### config.mk
export PLATFORM = sky130hd
export DESIGN_NAME = host_sink_top
export DESIGN_NICKNAME = d
export VERILOG_FILES = /design/src/hdl/host_stream_pkg.sv /design/src/hdl/host_req_pkg.sv /design/src/hdl/req_queue.sv /design/src/hdl/req_arbiter.sv /design/src/hdl/axis_host_sink_mux.sv /design/src/hdl/host_sink_top.sv
export SDC_FILE = /design/constraint.sdc
export NUM_CORES = 1
export LEC_CHECK = 0
export BUFFER_PORTS_ARGS = -buffer_cell sky130_fd_sc_hd__buf_2
export CAP_MARGIN = 30
export CORE_MARGIN = 8
export CORE_UTILIZATION = 38
export DETAILED_ROUTE_END_ITERATION = 12
export PLACE_DENSITY_LB_ADDON = 0.08
export REMOVE_ABC_BUFFERS = 1
export SLEW_MARGIN = 40
export SYNTH_ARGS = -nofsm -noshare
export SYNTH_HDL_FRONTEND = slang
export SYNTH_SLANG_ARGS = --single-unit
### constraint.sdc
create_clock -name aclk -period 7.09 [get_ports aclk]
set_input_delay 0 -clock aclk [delete_from_list [all_inputs] [get_ports aclk]]
set_output_delay 0 -clock aclk [all_outputs]
set_load 0.05 [all_outputs]
### src/hdl/host_stream_pkg.sv
`default_nettype none

package host_stream_pkg;

  // --------------------
  // Host and region data streams
  // --------------------

  // Width of tdata on every region stream and on the host stream
  localparam int data_bits = 64;

  // One keep bit per data byte
  localparam int keep_bits = data_bits / 8;

  // --------------------
  // Virtual regions
  // --------------------

  // Number of regions sharing the host stream
  localparam int n_regions = 4;

  // Region id width
  // Sized so that ids wrap at n_regions
  localparam int region_bits = 2;

endpackage

`default_nettype wire

### src/hdl/host_req_pkg.sv
`default_nettype none

package host_req_pkg;

  // --------------------
  // Write request format
  // --------------------

  // Beat count field, holds beats minus one
  // So one burst covers 1 to 64 beats
  localparam int len_bits = 6;

  // --------------------
  // Request queue sizing
  // --------------------

  // Entries per region queue
  localparam int queue_depth = 4;

  // Read and write pointer width, wraps at queue_depth
  localparam int queue_ptr_bits = 2;

  // Mux FSM states
  typedef enum logic [0:0] {
    mux_idle,
    mux_pass
  } mux_state_t;

endpackage

`default_nettype wire

### src/hdl/req_queue.sv
`timescale 1ns/100ps
`default_nettype none

module req_queue (
  input  logic                              aclk,
  input  logic                              aresetn,

  // Requests from one region
  input  logic                              in_valid,
  output logic                              in_ready,
  input  logic [host_req_pkg::len_bits-1:0] in_len,
  input  logic                              in_last,

  // Oldest pending request, towards the arbiter
  output logic                              out_valid,
  input  logic                              out_ready,
  output logic [host_req_pkg::len_bits-1:0] out_len,
  output logic                              out_last
);

  // Entry storage
  logic [host_req_pkg::len_bits-1:0]       len_mem  [host_req_pkg::queue_depth];
  logic                                    last_mem [host_req_pkg::queue_depth];

  // Pointers and occupancy
  logic [host_req_pkg::queue_ptr_bits-1:0] wr_ptr;
  logic [host_req_pkg::queue_ptr_bits-1:0] rd_ptr;
  logic [host_req_pkg::queue_ptr_bits:0]   fill_cnt;

  logic                                    push;
  logic                                    pop;

  // Full only when every entry holds a request
  assign in_ready  = (fill_cnt !=
                      (host_req_pkg::queue_ptr_bits + 1)'(host_req_pkg::queue_depth));
  assign out_valid = (fill_cnt != '0);

  assign push = in_valid && in_ready;
  assign pop  = out_valid && out_ready;

  // Head entry read straight from storage
  assign out_len  = len_mem[rd_ptr];
  assign out_last = last_mem[rd_ptr];

  // Payload write
  always_ff @(posedge aclk) begin
    if (push) begin
      len_mem[wr_ptr]  <= in_len;
      last_mem[wr_ptr] <= in_last;
    end
  end

  // Pointer and count update
  always_ff @(posedge aclk) begin
    if (!aresetn) begin
      wr_ptr   <= '0;
      rd_ptr   <= '0;
      fill_cnt <= '0;
    end else begin
      if (push) wr_ptr <= wr_ptr + 1'b1;
      if (pop)  rd_ptr <= rd_ptr + 1'b1;
      case ({push, pop})
        2'b10:   fill_cnt <= fill_cnt + 1'b1;
        2'b01:   fill_cnt <= fill_cnt - 1'b1;
        default: fill_cnt <= fill_cnt;
      endcase
    end
  end

endmodule

`default_nettype wire

### src/hdl/req_arbiter.sv
`timescale 1ns/100ps
`default_nettype none

module req_arbiter (
  input  logic                                                      aclk,
  input  logic                                                      aresetn,

  // Region queue heads
  input  logic [host_stream_pkg::n_regions-1:0]                     q_valid,
  output logic [host_stream_pkg::n_regions-1:0]                     q_ready,
  input  logic [host_stream_pkg::n_regions-1:0][host_req_pkg::len_bits-1:0] q_len,
  input  logic [host_stream_pkg::n_regions-1:0]                     q_last,

  // Registered mux command
  output logic                                                      cmd_valid,
  input  logic                                                      cmd_ready,
  output logic [host_stream_pkg::region_bits-1:0]                   cmd_region,
  output logic [host_req_pkg::len_bits-1:0]                         cmd_len,
  output logic                                                      cmd_last
);

  // Last region granted
  logic [host_stream_pkg::region_bits-1:0] grant_ptr;

  // Search results
  logic [host_stream_pkg::region_bits-1:0] cand;
  logic [host_stream_pkg::region_bits-1:0] pick;
  logic                                    found;

  // Command register free now or freed this cycle
  logic                                    load_en;

  assign load_en = !cmd_valid || cmd_ready;

  // --------------------
  // Round-robin search
  // --------------------
  // Starts one past the last grant, so the last grant is checked last
  always_comb begin
    found = 1'b0;
    pick  = grant_ptr;
    cand  = grant_ptr;
    for (int i = 1; i <= host_stream_pkg::n_regions; i++) begin
      // Id wraps at n_regions
      cand = grant_ptr + (host_stream_pkg::region_bits)'(i);
      if (!found && q_valid[cand]) begin
        found = 1'b1;
        pick  = cand;
      end
    end
  end

  // Pop only the chosen queue
  always_comb begin
    for (int k = 0; k < host_stream_pkg::n_regions; k++) begin
      q_ready[k] = load_en && found && (pick == (host_stream_pkg::region_bits)'(k));
    end
  end

  // --------------------
  // Command register
  // --------------------
  always_ff @(posedge aclk) begin
    if (!aresetn) begin
      cmd_valid <= 1'b0;
      // First search after reset begins at region 0
      grant_ptr <= (host_stream_pkg::region_bits)'(host_stream_pkg::n_regions - 1);
    end else if (load_en) begin
      cmd_valid <= found;
      if (found) grant_ptr <= pick;
    end
  end

  // Command fields
  always_ff @(posedge aclk) begin
    if (load_en && found) begin
      cmd_region <= pick;
      cmd_len    <= q_len[pick];
      cmd_last   <= q_last[pick];
    end
  end

endmodule

`default_nettype wire

### src/hdl/axis_host_sink_mux.sv
`timescale 1ns/100ps
`default_nettype none

module axis_host_sink_mux (
  input  logic                                   aclk,
  input  logic                                   aresetn,

  // Burst command from the arbiter
  input  logic                                   cmd_valid,
  output logic                                   cmd_ready,
  input  logic [host_stream_pkg::region_bits-1:0] cmd_region,
  input  logic [host_req_pkg::len_bits-1:0]      cmd_len,
  input  logic                                   cmd_last,

  // Region data streams
  input  logic [host_stream_pkg::n_regions-1:0]  s_tvalid,
  output logic [host_stream_pkg::n_regions-1:0]  s_tready,
  input  logic [host_stream_pkg::n_regions-1:0][host_stream_pkg::data_bits-1:0] s_tdata,
  input  logic [host_stream_pkg::n_regions-1:0][host_stream_pkg::keep_bits-1:0] s_tkeep,
  input  logic [host_stream_pkg::n_regions-1:0]  s_tlast,

  // Host stream
  output logic                                   m_tvalid,
  input  logic                                   m_tready,
  output logic [host_stream_pkg::data_bits-1:0]  m_tdata,
  output logic [host_stream_pkg::keep_bits-1:0]  m_tkeep,
  output logic                                   m_tlast
);

  // FSM
  host_req_pkg::mux_state_t state_q;
  host_req_pkg::mux_state_t state_d;

  // Current burst
  logic [host_stream_pkg::region_bits-1:0] region_q;
  logic [host_stream_pkg::region_bits-1:0] region_d;
  logic [host_req_pkg::len_bits-1:0]       cnt_q;
  logic [host_req_pkg::len_bits-1:0]       cnt_d;
  logic                                    last_q;
  logic                                    last_d;

  // Handshake helpers
  logic                                    beat;
  logic                                    tr_done;
  logic                                    take;

  // --------------------
  // Stream steering
  // --------------------
  always_comb begin
    // Only the selected region sees ready
    for (int i = 0; i < host_stream_pkg::n_regions; i++) begin
      if (state_q == host_req_pkg::mux_pass &&
          region_q == (host_stream_pkg::region_bits)'(i)) begin
        s_tready[i] = m_tready;
      end else begin
        s_tready[i] = 1'b0;
      end
    end

    if (state_q == host_req_pkg::mux_pass) begin
      m_tvalid = s_tvalid[region_q];
      m_tdata  = s_tdata[region_q];
      m_tkeep  = s_tkeep[region_q];
      // Packet end only when the command closes the packet
      m_tlast  = s_tlast[region_q] && last_q;
    end else begin
      m_tvalid = 1'b0;
      m_tdata  = '0;
      m_tkeep  = '0;
      m_tlast  = 1'b0;
    end
  end

  // Host transfer, and final beat of the burst
  assign beat    = m_tvalid && m_tready;
  assign tr_done = beat && (cnt_q == '0);

  // Next command taken when idle or on the last beat
  assign cmd_ready = (state_q == host_req_pkg::mux_idle) || tr_done;
  assign take      = cmd_valid && cmd_ready;

  // --------------------
  // Next state and datapath
  // --------------------
  always_comb begin
    state_d  = state_q;
    region_d = region_q;
    cnt_d    = cnt_q;
    last_d   = last_q;

    case (state_q)
      host_req_pkg::mux_idle: begin
        if (cmd_valid) state_d = host_req_pkg::mux_pass;
      end
      host_req_pkg::mux_pass: begin
        if (tr_done && !cmd_valid) begin
          state_d = host_req_pkg::mux_idle;
        end else if (beat && !tr_done) begin
          cnt_d = cnt_q - 1'b1;
        end
      end
      default: state_d = host_req_pkg::mux_idle;
    endcase

    // Load new burst, back to back on tr_done
    if (take) begin
      region_d = cmd_region;
      cnt_d    = cmd_len;
      last_d   = cmd_last;
    end
  end

  // State register
  always_ff @(posedge aclk) begin
    if (!aresetn) begin
      state_q <= host_req_pkg::mux_idle;
    end else begin
      state_q <= state_d;
    end
  end

  // Burst registers
  always_ff @(posedge aclk) begin
    region_q <= region_d;
    cnt_q    <= cnt_d;
    last_q   <= last_d;
  end

endmodule

`default_nettype wire

### src/hdl/host_sink_top.sv
`timescale 1ns/100ps
`default_nettype none

module host_sink_top (
  input  logic                                   aclk,
  input  logic                                   aresetn,

  // Write requests, one lane per region
  input  logic [host_stream_pkg::n_regions-1:0]  req_valid,
  output logic [host_stream_pkg::n_regions-1:0]  req_ready,
  input  logic [host_stream_pkg::n_regions-1:0][host_req_pkg::len_bits-1:0] req_len,
  input  logic [host_stream_pkg::n_regions-1:0]  req_last,

  // Region data streams
  input  logic [host_stream_pkg::n_regions-1:0]  s_tvalid,
  output logic [host_stream_pkg::n_regions-1:0]  s_tready,
  input  logic [host_stream_pkg::n_regions-1:0][host_stream_pkg::data_bits-1:0] s_tdata,
  input  logic [host_stream_pkg::n_regions-1:0][host_stream_pkg::keep_bits-1:0] s_tkeep,
  input  logic [host_stream_pkg::n_regions-1:0]  s_tlast,

  // Host stream
  output logic                                   m_tvalid,
  input  logic                                   m_tready,
  output logic [host_stream_pkg::data_bits-1:0]  m_tdata,
  output logic [host_stream_pkg::keep_bits-1:0]  m_tkeep,
  output logic                                   m_tlast
);

  // Queue heads towards the arbiter
  logic [host_stream_pkg::n_regions-1:0]                           q_valid;
  logic [host_stream_pkg::n_regions-1:0]                           q_ready;
  logic [host_stream_pkg::n_regions-1:0][host_req_pkg::len_bits-1:0] q_len;
  logic [host_stream_pkg::n_regions-1:0]                           q_last;

  // Arbiter to mux command
  logic                                    cmd_valid;
  logic                                    cmd_ready;
  logic [host_stream_pkg::region_bits-1:0] cmd_region;
  logic [host_req_pkg::len_bits-1:0]       cmd_len;
  logic                                    cmd_last;

  // --------------------
  // Per-region request queues
  // --------------------
  for (genvar r = 0; r < host_stream_pkg::n_regions; r++) begin : g_queue
    req_queue u_queue (
      .aclk      (aclk),
      .aresetn   (aresetn),
      .in_valid  (req_valid[r]),
      .in_ready  (req_ready[r]),
      .in_len    (req_len[r]),
      .in_last   (req_last[r]),
      .out_valid (q_valid[r]),
      .out_ready (q_ready[r]),
      .out_len   (q_len[r]),
      .out_last  (q_last[r])
    );
  end

  // Round-robin command source
  req_arbiter u_arbiter (
    .aclk       (aclk),
    .aresetn    (aresetn),
    .q_valid    (q_valid),
    .q_ready    (q_ready),
    .q_len      (q_len),
    .q_last     (q_last),
    .cmd_valid  (cmd_valid),
    .cmd_ready  (cmd_ready),
    .cmd_region (cmd_region),
    .cmd_len    (cmd_len),
    .cmd_last   (cmd_last)
  );

  // Stream mux onto the host
  axis_host_sink_mux u_mux (
    .aclk       (aclk),
    .aresetn    (aresetn),
    .cmd_valid  (cmd_valid),
    .cmd_ready  (cmd_ready),
    .cmd_region (cmd_region),
    .cmd_len    (cmd_len),
    .cmd_last   (cmd_last),
    .s_tvalid   (s_tvalid),
    .s_tready   (s_tready),
    .s_tdata    (s_tdata),
    .s_tkeep    (s_tkeep),
    .s_tlast    (s_tlast),
    .m_tvalid   (m_tvalid),
    .m_tready   (m_tready),
    .m_tdata    (m_tdata),
    .m_tkeep    (m_tkeep),
    .m_tlast    (m_tlast)
  );

endmodule

`default_nettype wire

* Word-level counts from Yosys, hierarchy flattened *
Memory sizes are Yosys's and may differ from the RTL's. A register that Yosys moved wholly into a read port is not among the register bits.
Index checks and enable logic that the tools add are counted.

storage, ports and cells
  memories kept = 8
  memory bits (writable) = 112
  logic and storage cells = 194
  output and inout port bits = 82
  flip-flop bits (word level) = 50

memories
  memory                       words  bits a word  rd ports  clocked after Yosys merged registers in  wr ports  line             source
  g_queue[0].u_queue.len_mem   4      6            1         1                                        1         req_queue.sv:22  logic [host_req_pkg::len_bits-1:0] len_mem [host_req_pkg::queue_depth];
  g_queue[1].u_queue.len_mem   4      6            1         1                                        1         req_queue.sv:22
  g_queue[2].u_queue.len_mem   4      6            1         1                                        1         req_queue.sv:22
  g_queue[3].u_queue.len_mem   4      6            1         1                                        1         req_queue.sv:22
  g_queue[0].u_queue.last_mem  4      1            1         1                                        1         req_queue.sv:23  logic last_mem [host_req_pkg::queue_depth];
  g_queue[1].u_queue.last_mem  4      1            1         1                                        1         req_queue.sv:23
  2 more memories              --     --           --        --                                       --        --

operators by class
  $lt $le $gt $ge = 6
  mux-type cells = 71
  equal/unequal tests = 19
  bitwise gates (word level) = 1
  $add $sub $neg = 20
  reduce and logical (&&, ||, !) cells = 48

operators by type and width
  kind                                                         number
  binary-select mux 64 bit (select 2 bit)                      1
  2-to-1 mux 64 bit                                            2
  2-to-1 mux 2 bit                                             20
  2-to-1 mux 6 bit                                             5
  2-to-1 mux 1 bit                                             27
  logical AND 1 bit                                            26
  one-hot mux 3 bit (2 select lines)                           4
  adder 2 x 1 -> 2 bit (second input constant)                 9
  less-than comparator 2 x 3 -> 1 bit (second input constant)  6
  binary-select mux 8 bit (select 2 bit)                       1
  == test 2 bit (second input constant)                        8
  2-to-1 mux 8 bit                                             2
  binary-select mux 1 bit (select 2 bit)                       7
  adder 3 x 1 -> 3 bit (second input constant)                 4
  binary-select mux 6 bit (select 2 bit)                       1
  == test 2 x 1 -> 1 bit (second input constant)               6
  inequality test 3 bit (second input constant)                4
  nonzero test 2 bit                                           6
  nonzero test 3 bit                                           4
  subtractor 3 x 1 -> 3 bit (second input constant)            4
  logical NOT 6 bit                                            1
  subtractor 6 x 1 -> 6 bit (second input constant)            1
  logical NOT 1 bit                                            5
  adder 2 bit (second input constant)                          2
  other kinds (7)                                              9

* Longest topological paths before layout *
  depth in word-level cells = 18
  depth in mapped cells = 12
  mapped depth without buffers = 12

* Modules after synthesis *
A second synthesis with hierarchy kept.

unflattened totals
  cells, all modules = 643
  area total of the unflattened synthesis = 9643.0 um^2

modules (own cells, without submodules)
  module              seq. area each (um^2)  cells an instance  area each (um^2)  times used
  req_queue           1021.0                 89                 1502.7            4
  axis_host_sink_mux  290.3                  224                2890.3            1
  req_arbiter         330.3                  63                 742.0             1

* Worst setup path after synthesis *
OpenSTA, ideal clock, no wires.

  path type = register to register
  start = register u_mux.cnt_q[3] in the netlist's numbering
  end = register g_queue[0].u_queue.fill_cnt[2] in the netlist's numbering
  clock period less this slack = 2998 ps
  cell stages (with the launch flop) = 12
  buffers on the path = 0
  data required time = 7014 ps
  path slack = 4092 ps
  arrival time = 2922 ps
  path through = edfxtp_1 -> nor4_1 -> a31oi_1 -> or3_4 -> inv_2 -> and4_4 -> ha_1 -> inv_1 -> fa_1 -> xor2_1 -> or3_1 -> a21boi_0

on the way
  cells in the longest elaborated chain, start to end = 9
  elaborated cells between the ends (all ways) = 11
  those cells by class = eq/ne (2); mux (1); reduce/logical (8)

RTL lines
  what                                                                             line                       source
  from (decl)                                                                      axis_host_sink_mux.sv:37   logic [host_req_pkg::len_bits-1:0] cnt_q;
  from (signal assigned)                                                           axis_host_sink_mux.sv:126  cnt_q <= cnt_d;
  logical NOT 6 bit *                                                              axis_host_sink_mux.sv:77   assign tr_done = beat && (cnt_q == '0);
  logical AND 1 bit *                                                              axis_host_sink_mux.sv:77
  logical OR 1 bit *                                                               axis_host_sink_mux.sv:80   assign cmd_ready = (state_q == host_req_pkg::mux_idle) || tr_done;
  logical OR 1 bit *                                                               req_arbiter.sv:33          assign load_en = !cmd_valid || cmd_ready;
  logical AND 1 bit * (2 in series)                                                req_arbiter.sv:56          q_ready[k] = load_en && found && (pick == (host_stream_pkg::region_bits)'(k));
  logical AND 1 bit *                                                              req_queue.sv:39            assign pop = out_valid && out_ready;
  via g_queue[0].u_queue.pop                                                       req_queue.sv:31            logic pop;
  == test 2 x 1 -> 1 bit / == test 2 bit (equally long branches)                   req_queue.sv:62            case ({push, pop})
  one-hot mux 3 bit (2 select lines) / nonzero test 2 bit (equally long branches)  --
  to (signal assigned)                                                             req_queue.sv:63            2'b10: fill_cnt <= fill_cnt + 1'b1;
  to (signal assigned)                                                             req_queue.sv:64            2'b01: fill_cnt <= fill_cnt - 1'b1;
  to (signal assigned)                                                             req_queue.sv:65            default: fill_cnt <= fill_cnt;
  to (decl)                                                                        req_queue.sv:28            logic [host_req_pkg::queue_ptr_bits:0] fill_cnt;

The timed path passes the listed nets; every way through them passes the cells marked *.
A chain may end at the register's enable or synchronous reset.

* Worst setup path in the final report *
Ends and elaborated chain as after synthesis.

==> out/qor.csv <==
stage,metric,value,unit
outcome,outcome,"complete, no violations",
synthesis,Post-synth EDFFs,130,
placed_design,placed cell areas,11870,um^2
floorplanning,Cell Rows,58,
synthesis,Synth area leader,edfxtp_1,
worst_setup_path,R2R Path End,g_queue[0].u_queue.fill_cnt[2],
worst_setup_path,Worst Path Required,7.44,ns
layout,share of post-route cells with drive strength above 1,0.5142,
worst_setup_path,Worst setup startpoint,u_mux.cnt_q[3],
global_routing,initial antenna violation count,7,
sta,max-slew violation count,0,
floorplanning,initial core utilization,0.3836,
cts,number of setup buffers added after CTS,0,
placed_design,DPL Wire Length,29.16,mm
layout,Syn-to-layout area delta,32.90,%
synthesis,Most used DFF post-synth,edfxtp_1,
power,"IR drop worst, VDD",194.2,uV
floorplanning,Core Box Area,24960,um^2
power,Int Pwr,2.775,mW
power,sequential share of power,0.311,
synthesis,Area contributors post-synth,"edfxtp_1, mux4_2, dfxtp_1",
routing,drt total wl,35.01,mm
sta,RSZ-0062 raised after global routing,no,
cts,CTS H-tree depth,4,
worst_setup_path,Critical Path AT,3.66,ns
synthesis,Synth top area share,0.4077,
synthesis,top-count cell post-synth,edfxtp_1,
sta,post-route setup TNS,0,ns
placed_design,GP Congestion,0.9488,
sta,Slew @ Worst Pin,0.7610,ns
global_routing,first-pass GRT wire length,50.25,mm
layout,Nets,1433,
power,Total Power,4.668,mW
routing,WL per Instance,24.62,um
cts,root buffer cell,clkbuf_16,
placed_design,Setup WS pre-CTS,3.802,ns
global_routing,Total GRT Usage,0.2221,
power,Clk pwr share,0.192,
worst_setup_path,"Cell Chain, Critical Path",nor4_1 > a31oi_1 > or3_4 > inv_2 > and4_4 > ha_1 > inv_1 > fa_1 > xor2_1 > or3_1 > a21boi_0,
floorplanning,Horiz. Die Dim,174.7,um
worst_setup_path,CP Launch Type,flip-flop,
power,Combinational Power Share,0.496,
cts,Clock Latency Late Sink,0.43,ns
cts,"Clk pin slew, worst setup/hold paths",0.06,ns
sta,fmax,0.3016,GHz
worst_hold_path,Worst Hold Path EP,g_queue[1].u_queue.wr_ptr[1],
synthesis,"FF+latch count, synth",170,
power,cell area power density,366.8,nW/um^2
flow_run,# Max-Cap Violations,0,
routing,Via density,5.217,
sta,post-route minimum period,3.316,ns
floorplanning,Die Y,174.7,um
worst_setup_path,reg-to-reg critical path startpoint,u_mux.cnt_q[3],
worst_setup_path,max incr delay on CP,0.44,ns
routing,number of DRC markers in iteration 0,573,
synthesis,Syn. warnings,0,
worst_setup_path,Setup crit end kind,flip-flop,
worst_setup_path,crit path kind,reg2reg,
cts,clock sink total,170,
power,NetSw,1.893,mW
floorplanning,Die Area,30530,um^2
sta,Final Hold Fails,0,
routing,router iterations before antenna repair,5,
cts,CTS tree,yes,
cts,post_cts resized,0,
worst_setup_path,CP max-delay cell,edfxtp_1,
floorplanning,I/O Pins,413,
placed_design,port bufs,412,
synthesis,sequential fraction of the synthesis area,0.4913,
worst_hold_path,hold path cells,4,
routing,ANT nets after route,0,
power,leakage,5.366,nW
synthesis,synth cell count leaders,"edfxtp_1, mux4_2, and2_1, dfxtp_1, inv_1",
global_routing,pin count of the biggest net entering global routing,79,
global_routing,vias in the first global route,7410,
synthesis,Yosys cell types,47,
worst_setup_path,Worst Path Max Fanout,15,
sta,worst clock skew,0.01089,ns
power,switching share of power,0.4056,
sta,# setup viols final,0,
worst_setup_path,R2R setup slack,3.77,ns
sta,Final period util,0.4677,
worst_hold_path,hold crit path type,in2reg,
cts,cts bufs inserted,17,
cts,CTS max path bufs,2,
global_routing,GRT Residual Overflow,0,
routing,DR DRC count,0,
sta,final worst slack,3.774,ns
synthesis,mean post-synth cell area,14.46,um^2
layout,fin area,12730,um^2
synthesis,Syn Inst Count,662,
worst_hold_path,min-delay src,req_valid[1],
layout,Final Util,0.5098,
worst_setup_path,FF-to-FF path depth,11,
sta,relative slew slack,0.4927,
synthesis,ys async rst share,0,
routing,via count,7418,
synthesis,Post-Syn Area,9575,um^2
-- worst max-delay path: cells and delay by family, from the launching register on --
kind | cells | cell delay (ns)
AND/OR/NAND/NOR | 4 | 1.42
adder cells (fa/ha/maj) | 2 | 0.57
flip-flops | 1 | 0.44
AO/OA/AOI/OAI | 2 | 0.33
buffers and inverters | 2 | 0.31
XOR/XNOR | 1 | 0.17
-- cells in the final DEF, fill, tap and decap left out, types with 7 or more instances in the layout --
cell,n
buf_2,412
edfxtp_1,130
mux4_2,102
and2_1,96
dfxtp_1,39
inv_1,29
dlygate4sd3_1,28
nand2_1,27
mux2i_1,24
ha_1,22
and3_1,18
clkbuf_16,17
nor2_1,13
xnor2_1,12
o21ai_0,11
a21oi_1,10
or3_1,9
xor2_1,9
a21boi_0,9
nor3_1,7
nand3_1,7
-- repair_timing --
item,in CTS,in global routing
endpoints found under the setup margin,0,0
endpoints found under the hold margin,112,0
hold buffers,28,0
-- flip-flops by register name, summed over array words and instances, names as in the netlist, named ones only --
signal	flops
g_queue.u_queue.fill_cnt	12
g_queue.u_queue.last_mem	16
g_queue.u_queue.len_mem	96
g_queue.u_queue.rd_ptr	8
g_queue.u_queue.wr_ptr	8
u_arbiter.cmd_last	1
u_arbiter.cmd_len	6
u_arbiter.cmd_region	2
u_arbiter.cmd_valid	1
u_arbiter.grant_ptr	2
u_mux.cnt_q	6
u_mux.last_q	1
u_mux.region_q	2
u_mux.state_q	1
-- worst max path at each step --
stage                                                end  slack, ns  cells after the start
after floorplan           g_queue[0].u_queue.fill_cnt[2]       1.67                     11
after global placement    g_queue[0].u_queue.fill_cnt[2]       3.87                     11
after detailed placement  g_queue[0].u_queue.fill_cnt[2]       3.80                     11
after CTS                 g_queue[0].u_queue.fill_cnt[2]       3.75                     11
after global routing      g_queue[0].u_queue.fill_cnt[2]       3.51                     11
final                     g_queue[0].u_queue.fill_cnt[2]       3.77                     11
-- through the flow --
step	hold slack, ns	std cells
2_1_floorplan	0.07623	613
3_3_place_gp	0.2180	1359
3_5_place_dp	0.2217	1359
4_1_cts	0.01133	1419
5_1_grt	0.06426	1421
6_report	0.03258	1422
-- layout make-up --
cell class,count,area (um^2)
multi-input combinational,412,4534
fill,2259,12240
timing repair buffer,444,2376
tap,330,412.9
inverter,31,116.4
clock inverter,15,147.6
sequential,170,4706
antenna,3,7.507
clock buffer,17,425.4
-- routing by layer --
metal | GRT usage | wire length [um]
met1 | 0.2917 | 14490
met2 | 0.3527 | 16610
met3 | 0.07511 | 3484
met4 | 0.04521 | 405
met5 | 0 | 13
-- power by group through the flow --
stage	Combinational [mW]	Sequential (mW)	Clock, mW
after floorplan	1.66	1.56	0
after global placement	2.32	1.47	0
after detailed placement	2.32	1.48	0
after CTS	2.34	1.46	0.916
after global routing	2.50	1.48	0.954
final	2.32	1.45	0.898
-- cells by family (layout without fill, tap and decap cells) --
kind of cell             after synthesis  after routing  share of synthesized area
flip-flops                           170            170                     0.4913
AO/OA/AOI/OAI                         41             41                    0.02888
buffers and inverters                 80            507                    0.03528
adder cells (fa/ha/maj)               26             26                    0.03711
multiplexers                         128            128                     0.2673
other                                  0              3                          0
XOR/XNOR                              21             21                    0.01921
AND/OR/NAND/NOR                      196            196                     0.1209
Note: power is estimated with default switching activity, not from simulation.
